<file path="src/include/gpio_settings.svh">
`ifndef GPIO_SETTINGS_SVH
`define GPIO_SETTINGS_SVH

// number of pins on the port.
`define GPIO_IO_COUNT 16

// register offsets within the device window.
`define GPIO_ADDR_OE 12'h000
`define GPIO_ADDR_OUT 12'h004
`define GPIO_ADDR_IN 12'h020
`define GPIO_ADDR_EDGE 12'h024

// pins come up as outputs driving low.
`define GPIO_OE_RESET {`GPIO_IO_COUNT{1'b1}}
`define GPIO_OUT_RESET {`GPIO_IO_COUNT{1'b0}}

// flops between the pad and the input register.
`define GPIO_SYNC_STAGES 2

`endif

</file>
<file path="src/hw/gpioPkg.sv">
`default_nettype none

`include "gpio_settings.svh"

package gpioPkg;

	typedef logic [15:0] busAddr_t; // full bus address.
	typedef logic [11:0] localAddr_t; // offset inside one device.
	typedef logic [31:0] busData_t;
	typedef logic [3:0] byteSel_t;
	typedef logic [3:0] deviceId_t;
	typedef logic [`GPIO_IO_COUNT-1:0] pinVector_t;

	localparam int PIN_COUNT = `GPIO_IO_COUNT;

	// expand byte selects to one bit per pin.
	function automatic pinVector_t laneMask(input byteSel_t byteSelect);
		pinVector_t mask;
		for (int i = 0; i < PIN_COUNT; i++) begin
			mask[i] = byteSelect[i / 8];
		end
		return mask;
	endfunction

	// pin vector onto the bus, upper bits zero.
	function automatic busData_t zeroExtend(input pinVector_t value);
		return busData_t'(value);
	endfunction

endpackage

`default_nettype wire

</file>
<file path="src/hw/gpioDevice.sv">
`timescale 1ns/10ps
`default_nettype none

`include "gpio_settings.svh"

module gpioDevice
	import gpioPkg::*;
#(
	parameter deviceId_t ID = 4'h0
) (
	input logic clk,
	input logic rstN,

	input logic peripheralEnable,
	input logic we,
	input logic oe,
	input busAddr_t busAddress,
	input byteSel_t byteSelect,
	input busData_t dataWrite,
	output busData_t dataRead,
	output logic requestOutput,

	input pinVector_t gpioInput,
	output pinVector_t gpioOutput,
	output pinVector_t gpioOe
);

	deviceId_t addressId;
	logic deviceEnable;
	localAddr_t localAddress;

	busData_t oeData;
	logic oeRequest;
	busData_t outData;
	logic outRequest;
	busData_t inputData;
	logic inputRequest;

	// top nibble picks the device.
	assign addressId = busAddress[15:12];
	assign deviceEnable = peripheralEnable && (addressId == ID);
	assign localAddress = busAddress[11:0];

	outputRegister #(
		.ADDRESS(`GPIO_ADDR_OE),
		.RESET_VALUE(`GPIO_OE_RESET)
	) oeRegister (
		.clk(clk),
		.rstN(rstN),
		.enable(deviceEnable),
		.we(we),
		.oe(oe),
		.localAddress(localAddress),
		.byteSelect(byteSelect),
		.dataWrite(dataWrite),
		.dataRead(oeData),
		.requestOutput(oeRequest),
		.currentValue(gpioOe)
	);

	outputRegister #(
		.ADDRESS(`GPIO_ADDR_OUT),
		.RESET_VALUE(`GPIO_OUT_RESET)
	) dataOutRegister (
		.clk(clk),
		.rstN(rstN),
		.enable(deviceEnable),
		.we(we),
		.oe(oe),
		.localAddress(localAddress),
		.byteSelect(byteSelect),
		.dataWrite(dataWrite),
		.dataRead(outData),
		.requestOutput(outRequest),
		.currentValue(gpioOutput)
	);

	// serves both 0x020 and 0x024.
	inputRegister pinInput (
		.clk(clk),
		.rstN(rstN),
		.enable(deviceEnable),
		.we(we),
		.oe(oe),
		.localAddress(localAddress),
		.byteSelect(byteSelect),
		.dataWrite(dataWrite),
		.dataRead(inputData),
		.requestOutput(inputRequest),
		.pins(gpioInput)
	);

	assign requestOutput = oeRequest || outRequest || inputRequest;

	// only one register answers a given read.
	always_comb begin
		if (oeRequest) begin
			dataRead = oeData;
		end else if (outRequest) begin
			dataRead = outData;
		end else if (inputRequest) begin
			dataRead = inputData;
		end else begin
			dataRead = '1; // idle bus.
		end
	end

endmodule

`default_nettype wire

</file>
<file path="src/hw/inputRegister.sv">
`timescale 1ns/10ps
`default_nettype none

`include "gpio_settings.svh"

module inputRegister
	import gpioPkg::*;
(
	input logic clk,
	input logic rstN,

	input logic enable,
	input logic we,
	input logic oe,
	input localAddr_t localAddress,
	input byteSel_t byteSelect,
	input busData_t dataWrite,
	output busData_t dataRead,
	output logic requestOutput,

	input pinVector_t pins
);

	localparam int SYNC_STAGES = `GPIO_SYNC_STAGES;
	localparam localAddr_t INPUT_ADDRESS = `GPIO_ADDR_IN;
	localparam localAddr_t EDGE_ADDRESS = `GPIO_ADDR_EDGE;

	logic inputRead;
	logic edgeRead;
	logic edgeWrite;
	pinVector_t syncStages [SYNC_STAGES];
	pinVector_t syncValue;
	pinVector_t previousValue;
	pinVector_t risingEdges;
	pinVector_t clearMask;
	pinVector_t capture;
	pinVector_t readValue;

	assign inputRead = enable && oe && (localAddress == INPUT_ADDRESS);
	assign edgeRead = enable && oe && (localAddress == EDGE_ADDRESS);
	assign edgeWrite = enable && we && (localAddress == EDGE_ADDRESS);

	// pad synchronizer, plus one more flop for edge detection.
	always_ff @(posedge clk or negedge rstN) begin
		if (!rstN) begin
			for (int i = 0; i < SYNC_STAGES; i++) begin
				syncStages[i] <= '0;
			end
			previousValue <= '0;
		end else begin
			syncStages[0] <= pins;
			for (int i = 1; i < SYNC_STAGES; i++) begin
				syncStages[i] <= syncStages[i - 1];
			end
			previousValue <= syncValue;
		end
	end

	assign syncValue = syncStages[SYNC_STAGES - 1];
	assign risingEdges = syncValue & ~previousValue;

	// write one to clear, per selected byte.
	assign clearMask = edgeWrite ? (dataWrite[PIN_COUNT-1:0] & laneMask(byteSelect)) : '0;

	always_ff @(posedge clk or negedge rstN) begin
		if (!rstN) begin
			capture <= '0;
		end else begin
			capture <= (capture & ~clearMask) | risingEdges; // new edge beats the clear.
		end
	end

	always_ff @(posedge clk or negedge rstN) begin
		if (!rstN) begin
			requestOutput <= 1'b0;
		end else begin
			requestOutput <= inputRead || edgeRead;
		end
	end

	always_ff @(posedge clk) begin
		if (inputRead) begin
			readValue <= syncValue;
		end else if (edgeRead) begin
			readValue <= capture;
		end
	end

	assign dataRead = zeroExtend(readValue);

endmodule

`default_nettype wire

</file>
<file path="src/hw/outputRegister.sv">
`timescale 1ns/10ps
`default_nettype none

module outputRegister
	import gpioPkg::*;
#(
	parameter localAddr_t ADDRESS = 12'h000,
	parameter pinVector_t RESET_VALUE = '0
) (
	input logic clk,
	input logic rstN,

	input logic enable,
	input logic we,
	input logic oe,
	input localAddr_t localAddress,
	input byteSel_t byteSelect,
	input busData_t dataWrite,
	output busData_t dataRead,
	output logic requestOutput,

	output pinVector_t currentValue
);

	logic addressMatch;
	logic writeMatch;
	logic readMatch;
	pinVector_t writeMask;
	pinVector_t writeBits;
	pinVector_t value;
	pinVector_t readValue;

	assign addressMatch = enable && (localAddress == ADDRESS);
	assign writeMatch = addressMatch && we;
	assign readMatch = addressMatch && oe;

	// bytes above the pin count fall off here.
	assign writeMask = laneMask(byteSelect);
	assign writeBits = dataWrite[PIN_COUNT-1:0];

	always_ff @(posedge clk or negedge rstN) begin
		if (!rstN) begin
			value <= RESET_VALUE;
		end else if (writeMatch) begin
			value <= (value & ~writeMask) | (writeBits & writeMask);
		end
	end

	// response goes out one cycle after the read.
	always_ff @(posedge clk or negedge rstN) begin
		if (!rstN) begin
			requestOutput <= 1'b0;
		end else begin
			requestOutput <= readMatch;
		end
	end

	always_ff @(posedge clk) begin
		if (readMatch) begin
			readValue <= value; // value before any same-cycle write.
		end
	end

	assign dataRead = zeroExtend(readValue);
	assign currentValue = value; // pins follow the register.

endmodule

`default_nettype wire

</file>
<file path="config.mk">
export PLATFORM = sky130hd
export DESIGN_NAME = gpioDevice
export DESIGN_NICKNAME = d
export VERILOG_FILES = /design/src/hw/gpioPkg.sv /design/src/hw/gpioDevice.sv /design/src/hw/inputRegister.sv /design/src/hw/outputRegister.sv
export VERILOG_INCLUDE_DIRS = /design/src /design/src/include
export SDC_FILE = /design/constraint.sdc
export NUM_CORES = 1
export LEC_CHECK = 0
export BUFFER_PORTS_ARGS = -buffer_cell sky130_fd_sc_hd__buf_2
export CAP_MARGIN = 20
export CORE_ASPECT_RATIO = 1.2
export CORE_UTILIZATION = 50
export CTS_BUF_LIST = sky130_fd_sc_hd__clkbuf_8
export CTS_CLUSTER_SIZE = 28
export DETAILED_ROUTE_END_ITERATION = 12
export PLACE_DENSITY = 0.74
export SYNTH_ARGS = -nofsm -noshare
export SYNTH_HDL_FRONTEND = slang
export SYNTH_HIERARCHICAL = 1
export SYNTH_SLANG_ARGS = --single-unit
</file>
<file path="constraint.sdc">
create_clock -name clk -period 2.5 [get_ports clk]
set_input_delay 0.25 -clock clk [delete_from_list [all_inputs] [get_ports clk]]
set_output_delay 0.25 -clock clk [all_outputs]
set_load 0.1 [all_outputs]
</file>
== After elaboration in Yosys (flattened, before gate mapping) ==
Cells that the tools add are included.
W data, S select, Z words.

* Flip-flop bits (word level): 147
* Bits of input ports: 73

* Eq/ne operators: 3
* Muxes and demuxes: 6
* Bitwise logic cells: 11
* Reductions and logical operators: 18

{| class="wikitable"
|+ Operators by type and width
! cell !! count
|-
| $mux W32 || 3
|-
| $and A16 B16 Y16 || 5
|-
| $mux W16 || 3
|-
| $not A16 Y16 || 3
|-
| $or A16 B16 Y16 || 3
|-
| $eq A12 B6 Y1 const B || 2
|-
| $eq A12 B3 Y1 const B || 1
|-
| $logic_and A1 B1 Y1 || 12
|-
| $logic_not A12 Y1 || 1
|-
| $logic_not A4 Y1 || 1
|-
| $logic_or A1 B1 Y1 || 3
|-
| $reduce_bool A2 Y1 || 1
|}

== Logic depth before layout (Yosys ltp) ==
Gate-level depths: netlist of the first run.

* Depth after elaboration: 8
* Gate-level depth with buffers: 6
* Gate-level depth less buffers: 5

== Cells and area by module ==
The synthesis of the first run kept the hierarchy.

{| class="wikitable"
|+ Modules (own cells, without submodules)
! module !! instances !! cells an instance !! area an instance (µm²) !! sequential area each (µm²)
|-
| inputRegister || 1 || 173 || 2872.8 || 2107.0
|-
| outputRegister (oeRegister) || 1 || 76 || 1340.0 || 925.9
|-
| outputRegister (dataOutRegister) || 1 || 76 || 1322.5 || 905.9
|-
| gpioDevice || 1 || 148 || 1273.7 || 0.0
|}

== Worst setup path before layout of the first run ==
No wires, ideal clock.

* Kind: in2reg
* From: input busAddress[13]
* To: register dataOutRegister.readValue[0], enable pin
* Setup time: 0.433 ns
* Data arrival time: 2.898 ns
* Data required time: 2.067 ns
* Setup slack: -0.831 ns
* Cell stages on the path: 4
* Path through: nor4_1 and2_1 or4b_4 nor4_1

* Cells in the longest elaborated chain, start to end: 4

{| class="wikitable"
|+ RTL lines
! element !! RTL line !! source
|-
| start, declared || gpioDevice.sv:17 || <nowiki>input busAddr_t busAddress,</nowiki>
|-
| $logic_not A4 Y1 || gpioDevice.sv:41 || <nowiki>assign deviceEnable = peripheralEnable && (addressId == ID);</nowiki>
|-
| $logic_and A1 B1 Y1 || gpioDevice.sv:41 ||
|-
| net deviceEnable || gpioDevice.sv:29 || <nowiki>logic deviceEnable;</nowiki>
|-
| $logic_and A1 B1 Y1 || outputRegister.sv:33 || <nowiki>assign addressMatch = enable && (localAddress == ADDRESS);</nowiki>
|-
| $logic_and A1 B1 Y1 || outputRegister.sv:35 || <nowiki>assign readMatch = addressMatch && oe;</nowiki>
|-
| net dataOutRegister.readMatch || outputRegister.sv:27 || <nowiki>logic readMatch;</nowiki>
|-
| end signal, assigned || outputRegister.sv:60 || <nowiki>readValue <= value;</nowiki>
|-
| end, declared || outputRegister.sv:31 || <nowiki>pinVector_t readValue;</nowiki>
|}

The timed path passes the listed nets, and every way through them passes these cells.
A chain may end at the register's enable or synchronous reset.

== Final worst setup path of the first run ==
* From: register dataOutRegister.requestOutput
* To: output dataRead[0]

* Cells in the longest elaborated chain, start to end: 2

{| class="wikitable"
|+ RTL lines
! element !! RTL line !! source
|-
| start, declared || outputRegister.sv:20 || <nowiki>output logic requestOutput,</nowiki>
|-
| start signal, assigned || outputRegister.sv:54 || <nowiki>requestOutput <= readMatch;</nowiki>
|-
| $mux W32 || gpioDevice.sv:99 || <nowiki>end else if (outRequest) begin</nowiki>
|-
| $mux W32 || gpioDevice.sv:97 || <nowiki>if (oeRequest) begin</nowiki>
|-
| end, declared || gpioDevice.sv:20 || <nowiki>output busData_t dataRead,</nowiki>
|}

No other way between the ends.

==> results.toml, run 1 <==
[power_and_ir_drop]
power_density_nw_per_um2 = 579
cellLeakagePower_nw = 3.45
worst_vdd_rail_ir_drop_mv = 0.369

[min_path]
worst_hold_path.num_cells = 2
hold_path.class = "in2reg"

[setup_path]
critical_path_data_arrival_time_ns = 2.12
timing.critical_path.cells = "buf_12, nor2b_2, o31ai_2, buf_2"
startpoint_to_endpoint_class_of_the_critical_path = "reg2out"
crit_slowest_cell = "dfrtp_4"
reg2reg_setup_slack_ns = 1.54
nature_of_the_critical_path_startpoint = "register"
crit_path_max_incr_delay_ns = 0.63
cp_max_fo = 35
reg2reg_depth = 1
critPathRequiredTime_ns = 2.25
worst_setup_path_end_kind = "primary output"

[die]
start_util_pct = 51.4
die-area_um2 = 14100
row_count = 46
io_pins = 138
fp.coreArea_um2 = 13200
die_span_in_y_um = 130
dieWidth_um = 109

[timing]
hold_fails_final_rpt = 0
worst_clock_skew_ns = 0.0127
period_needed_ns = 2.37
grt_setup_unrepaired = "no"
highest_clock_frequency_the_design_can_meet_mhz = 422
whs_ns = 0.0804
min_period_over_period_pct = 94.8
tightestPinTransition_ns = 0.696
setup-tns-final_ns = 0
report.final.slew_viol_count = 0
relSlewSlack_pct = 53.6
setup_viol = 0

[synth]
synth-xor-area-share_pct = 0
synth.most_common_cell = "dfrtp_1"
post-synth-top-area-fraction_pct = 30.5
postSynthAreaPerCell_um2 = 14.4
synth-warning-count = 6
post_synth_num_cell_types = 33
synth_mux_area_share_pct = 7.94
yosys-top-cells-area = "dfrtp_1, edfxtp_1, mux2_2"
ys_seq_elements = 147
synth-seq-area-share_pct = 57.8
async_sr_flop_fraction_pct = 67.3
post_synth_and_or_nand_nor_area_fraction_pct = 17.5
synth_top_family_by_area = "simple AND/OR/NAND/NOR gates"
ys_dominant_reg_cell = "dfrtp_1"
synth.cells.most_frequent = "dfrtp_1, buf_4, edfxtp_1"
synth-compound-area-share_pct = 8.01
synthesis.area_um2 = 6810
synth_top_area_cell = "dfrtp_1"
adder_cell_share_of_the_synthesized_area_pct = 0
synthesized_instance_count = 473
edff_count_synth = 48

[drt]
first_iter_violations = 187
routed_wl_um = 12800
antenna_violating_nets_post_route = 0
wl_per_cell_um = 15.9
post-route-drc-count = 0
avgViaCountPerCell = 4.97
detail_route.first_pass.iterations = 4
dr_total_vias = 3993

[grt]
grt_pass1_wl_um = 20300
tot_gr_track_use_pct = 19.5
grt_start_max_net_pins = 56
globalRoute.totalOverflow = 0
vias_in_the_first_global_route = 4001
initial_antenna_violation_count = 0

[run_status]
status = "finished clean"

[cells_and_area]
antennaDiodeCount = 0
flow.area_growth_from_synthesis_pct = 19.2
layout.filler_cells = 1035
number_of_nets_in_the_finished_design = 695
fraction_of_final_layout_cells_with_drive_strength_greater_than_1_pct = 47.6

[clock_tree]
clk_buf_depth = 2
cts_tree = "done"
clk-insertion-delay-late_ns = 0.43
clk_root_buffer_cell = "clkbuf_8"
cts.clk_slew.worst_paths_ns = 0.08
numCtsBuffers = 17
clock_sinks = 147
cts.htree.levels = 4

[placement]
place.gp.congestion = 0.805
port_buffers = 119
place_hpwl_um = 8540

[job]
cap_violations = 0
what timing repair did:
item	in CTS	in global routing
setup buffers	0	0
hold buffers	17	0
gates resized for setup	2	0
endpoints found under the hold margin	63	0
setup endpoints to repair	19	0
final cells by class:
cell class              count  area [µm²]  share of cell area [%]
clock inverters            13         183                    2.25
flip-flops and latches    147        3950                    48.6
inverters                  16        60.1                   0.740
repair buffers            151         956                    11.8
well taps                 168         210                    2.59
clock buffers              19         262                    3.22
multi-input cells         289        2500                    30.8
power by group:
part           total (mW)  switching (mW)  internal, mW  leakage [nW]
clock network        2.00           0.864          1.14         0.220
logic               0.167          0.0983        0.0685          1.59
registers            2.53          0.0168          2.51          1.64
total                4.70           0.979          3.72          3.45
cell usage in the layout, fill, tap and decap left out, types with 2 or more instances in the layout:
cell type      netlist  routed
dfrtp_1             83      80
dfrtp_2              0       2
nor2b_2              5       5
or3_1                3       3
or4b_4               3       3
conb_1               3      48
dfstp_2             16      16
mux2_2              38      38
nor3b_2             29      29
a221o_1             16      16
nor2b_1             44      44
bufinv_16            0       4
buf_4               48      10
clkinv_2             0       2
mux2_1              10      10
o31ai_2             29      32
nor2_1               2       2
buf_12               3       6
edfxtp_1            48      48
nor4b_4              2       2
dlygate4sd3_1        0      17
nor4_4               5       7
clkbuf_8             0      19
inv_6                0       2
and3_1               2       2
or4bb_1              4       4
clkinvlp_4           0       3
nand4_1              2       2
nor3b_1              3       3
buf_2                7     118
nand2_1             34      34
inv_1               16      17
routing by layer:
metal  wire [µm]  GRT usage (%)  share of wire (%)  vias to the layer above
met5           0              0                  0                        -
met4          63           6.60               0.49                        0
met3         524           4.60                4.1                        4
met2        6890           34.6                 54                      100
met1        5320           23.0                 42                     1995
li1            -              -                  -                     1894
cell families (layout without fill, tap and decap cells):
logic type             Yosys count  in the layout
AO/OA/AOI/OAI                   48             48
buffers and inverters           82            199
flip-flops                     147            147
multiplexers                    48             48
other                            3             48
AND/OR/NAND/NOR                145            145
critical path: cells and delay by family (launching register included):
family | cells | cell delay [ns]
compound gates | 1 | 0.19
buf+inv | 2 | 0.70
flops | 1 | 0.63
simple gates | 1 | 0.16
through the flow:
| stage | std cells | util (%) | worst slack (ns) | instance area (µm²) | total power, mW |
|---|---|---|---|---|---|
| 6_report | 803 | 61.3 | 0.129 | 8120 | 4.70 |
| 2_1_floorplan | 518 | - | 0.119 | 7020 | 2.67 |
| 4_1_cts | 803 | 61.3 | 0.0898 | 8120 | 4.74 |
| 3_5_place_dp | 754 | 56.6 | 0.162 | 7500 | 2.72 |
| 3_3_place_gp | 754 | 56.6 | 0.195 | 7500 | 2.72 |
| 5_1_grt | 803 | 61.3 | 0.0386 | 8120 | 4.88 |
final timing paths:
kind	end	from
worst min-delay path	register	dataWrite[13]
worst max register to register	pinInput/readValue[6]$_DFFE_PP_	pinInput/capture[6]$_DFF_PN0_
worst min register to register	pinInput/syncValue[14]$_DFF_PN0_	pinInput/syncStages[30]$_DFF_PN0_
min in group asynchronous	pinInput/previousValue[3]$_DFF_PN0_	rstN
max in group asynchronous	async pin	rstN
worst max-delay path	dataRead[0]	dataOutRegister/requestOutput$_DFF_PN0_
(Power assumes the default switching activity.)
==> inputs of run 2 (changes only) <==
--- a/config.mk
+++ b/config.mk
@@ -15,4 +15,5 @@
 export DETAILED_ROUTE_END_ITERATION = 12
 export PLACE_DENSITY = 0.74
+export SLEW_MARGIN = 10
 export SYNTH_ARGS = -nofsm -noshare
 export SYNTH_HDL_FRONTEND = slang
==> constraint.sdc (replaced) <==
create_clock -name clk -period 2.4 [get_ports clk]
set_input_delay 0.12 -clock clk [delete_from_list [all_inputs] [get_ports clk]]
set_output_delay 0.12 -clock clk [all_outputs]
set_load 0.1 [all_outputs]
==> run 2 against run 1 <==
Net effect: die area did not move; via count grew 2.6%; clock skew down 0.0037 ns; largest cell class unchanged; global-route usage rose by 0.85 points; highest routed layer unchanged; hold slack better by 0.089 ns; non-clock buffer count up 17; register-to-register slack lost 0.09 ns; critical endpoint is now dataRead[22].
==> results.toml, run 2 (synthesized netlist as in run 1, its figures left out) <==
[run_status]
status = "finished clean"

[setup_path]
worst_setup_path_end_kind = "primary output"
nature_of_the_critical_path_startpoint = "register"
cp_max_fo = 25
critPathRequiredTime_ns = 2.28
critical_path_data_arrival_time_ns = 2.14
startpoint_to_endpoint_class_of_the_critical_path = "reg2out"

[timing]
report.final.slew_viol_count = 0
setup_viol = 0
highest_clock_frequency_the_design_can_meet_mhz = 443
setup-tns-final_ns = 0
grt_setup_unrepaired = "no"
tightestPinTransition_ns = 0.744
hold_fails_final_rpt = 0
worst_clock_skew_ns = 0.00906
period_needed_ns = 2.26
min_period_over_period_pct = 94.1
relSlewSlack_pct = 50.4

[cells_and_area]
flow.area_growth_from_synthesis_pct = 20.6
antennaDiodeCount = 0
most-common-layout-cells = "buf_2, dfrtp_1, conb_1, edfxtp_1, nor2b_1"
multi_input_comb_area_um2 = 2500
layout.filler_cells = 1013
number_of_nets_in_the_finished_design = 712
register_area_um2 = 3950
fraction_of_final_layout_cells_with_drive_strength_greater_than_1_pct = 46.2
post_layout_nonfiller_instances = 820
layout_commonest_cell = "buf_2"

[die]
io_pins = 138
die_span_in_y_um = 130
row_count = 46
fp.coreArea_um2 = 13200
dieWidth_um = 109
die-area_um2 = 14100
start_util_pct = 51.4

[drt]
antenna_violating_nets_post_route = 0
routed_wl_um = 13200
dr_total_vias = 4096
highest_layer = "met4"
wl_per_cell_um = 16.1
detail_route.first_pass.iterations = 5
routedLengthMet1_um = 5410
post-route-drc-count = 0
route.met2.wl_um = 6910
wl_met3_um = 613
avgViaCountPerCell = 5.00
first_iter_violations = 199

[power_and_ir_drop]
total_chip_power_mw = 4.65
worst_vdd_rail_ir_drop_mv = 0.346
cellLeakagePower_nw = 3.49
power_density_nw_per_um2 = 566

[placement]
port_buffers = 119
place_hpwl_um = 8510
placedCellCount = 755
place.gp.congestion = 0.801

[clock_tree]
cts.clk_slew.worst_paths_ns = 0.07
numCtsBuffers = 17
clk_root_buffer_cell = "clkbuf_8"
clock_sinks = 147
cts_tree = "done"
cts.htree.levels = 4
clk-insertion-delay-late_ns = 0.44
clk_buf_depth = 2

[grt]
globalRoute.totalOverflow = 0
tot_gr_track_use_pct = 20.3
grt_pass1_wl_um = 21000
initial_antenna_violation_count = 0
vias_in_the_first_global_route = 4159
grt_start_max_net_pins = 58

[min_path]
hold_path.class = "in2reg"

[job]
cap_violations = 0
-- run 2: changes by cell type in the layout (fill, tap and decap cells not counted), sizes merged --
cell         before  now
buf             134  133
clkinvlp          3    5
clkinv            3    4
bufinv            4    2
inv              19   20
dlygate4sd3      17   33
-- run 2: cell type report --
cell class	count	share of cell area, %
timing repair buffer	168	13.6
multi-input combinational	289	30.5
clock inverter	15	1.77
clock buffer	17	2.85
inverter	16	0.731
tap	168	2.56
sequential	147	48.0
-- run 2: timing repair --
action	4_1_cts	5_1_grt
resized for setup	2	2
setup buffers	0	0
endpoints found under the hold margin	94	0
hold buffers	33	0
setup endpoints to repair	21	2
-- run 2: routing by layer --
layer	GRT usage, %	vias up
met5	0	-
met4	8.59	0
met3	4.65	20
met2	35.7	127
met1	23.8	2009
li1	-	1940
-- run 2: power breakdown --
part	leakage [nW]	internal (mW)	switching, mW
Sequential	1.64	2.62	0.0180
Combinational	1.67	0.0882	0.106
Clock	0.188	0.911	0.907
-- run 2: final timing paths --
kind	start	to	slack, ns	depth (start not counted)
worst min register to register	pinInput/syncStages[26]$_DFF_PN0_	pinInput/syncValue[10]$_DFF_PN0_	0.35	0
worst max register to register	pinInput/capture[10]$_DFF_PN0_	pinInput/readValue[10]$_DFFE_PP_	1.45	1
max in group asynchronous	rstN	async pin	1.35	3
worst max-delay path	dataOutRegister/requestOutput$_DFF_PN0_	dataRead[22]	0.14	4
worst min-delay path	oe	oeRegister/requestOutput$_DFF_PN0_	0.17	4
min in group asynchronous	rstN	async pin	0.28	2
-- run 2: per-stage QoR --
stage / worst slack (ns) / area, µm² / hold slack (ns) / utilization [%]
3_5_place_dp: 0.176 / 7490 / 0.229 / 56.6
4_1_cts: 0.0680 / 8210 / 0.138 / 62.0
2_1_floorplan: 0.149 / 7020 / -0.176 / -
6_report: 0.141 / 8210 / 0.169 / 62.0
5_1_grt: 0.000250 / 8210 / 0.157 / 62.0
3_3_place_gp: 0.242 / 7490 / 0.214 / 56.6
-- run 2: critical path, cell delays in order, from the launching register on --
cell     delay, ns
dfrtp_4       0.64
buf_4         0.31
nor3b_2       0.08
o31ai_2       0.21
buf_2         0.46
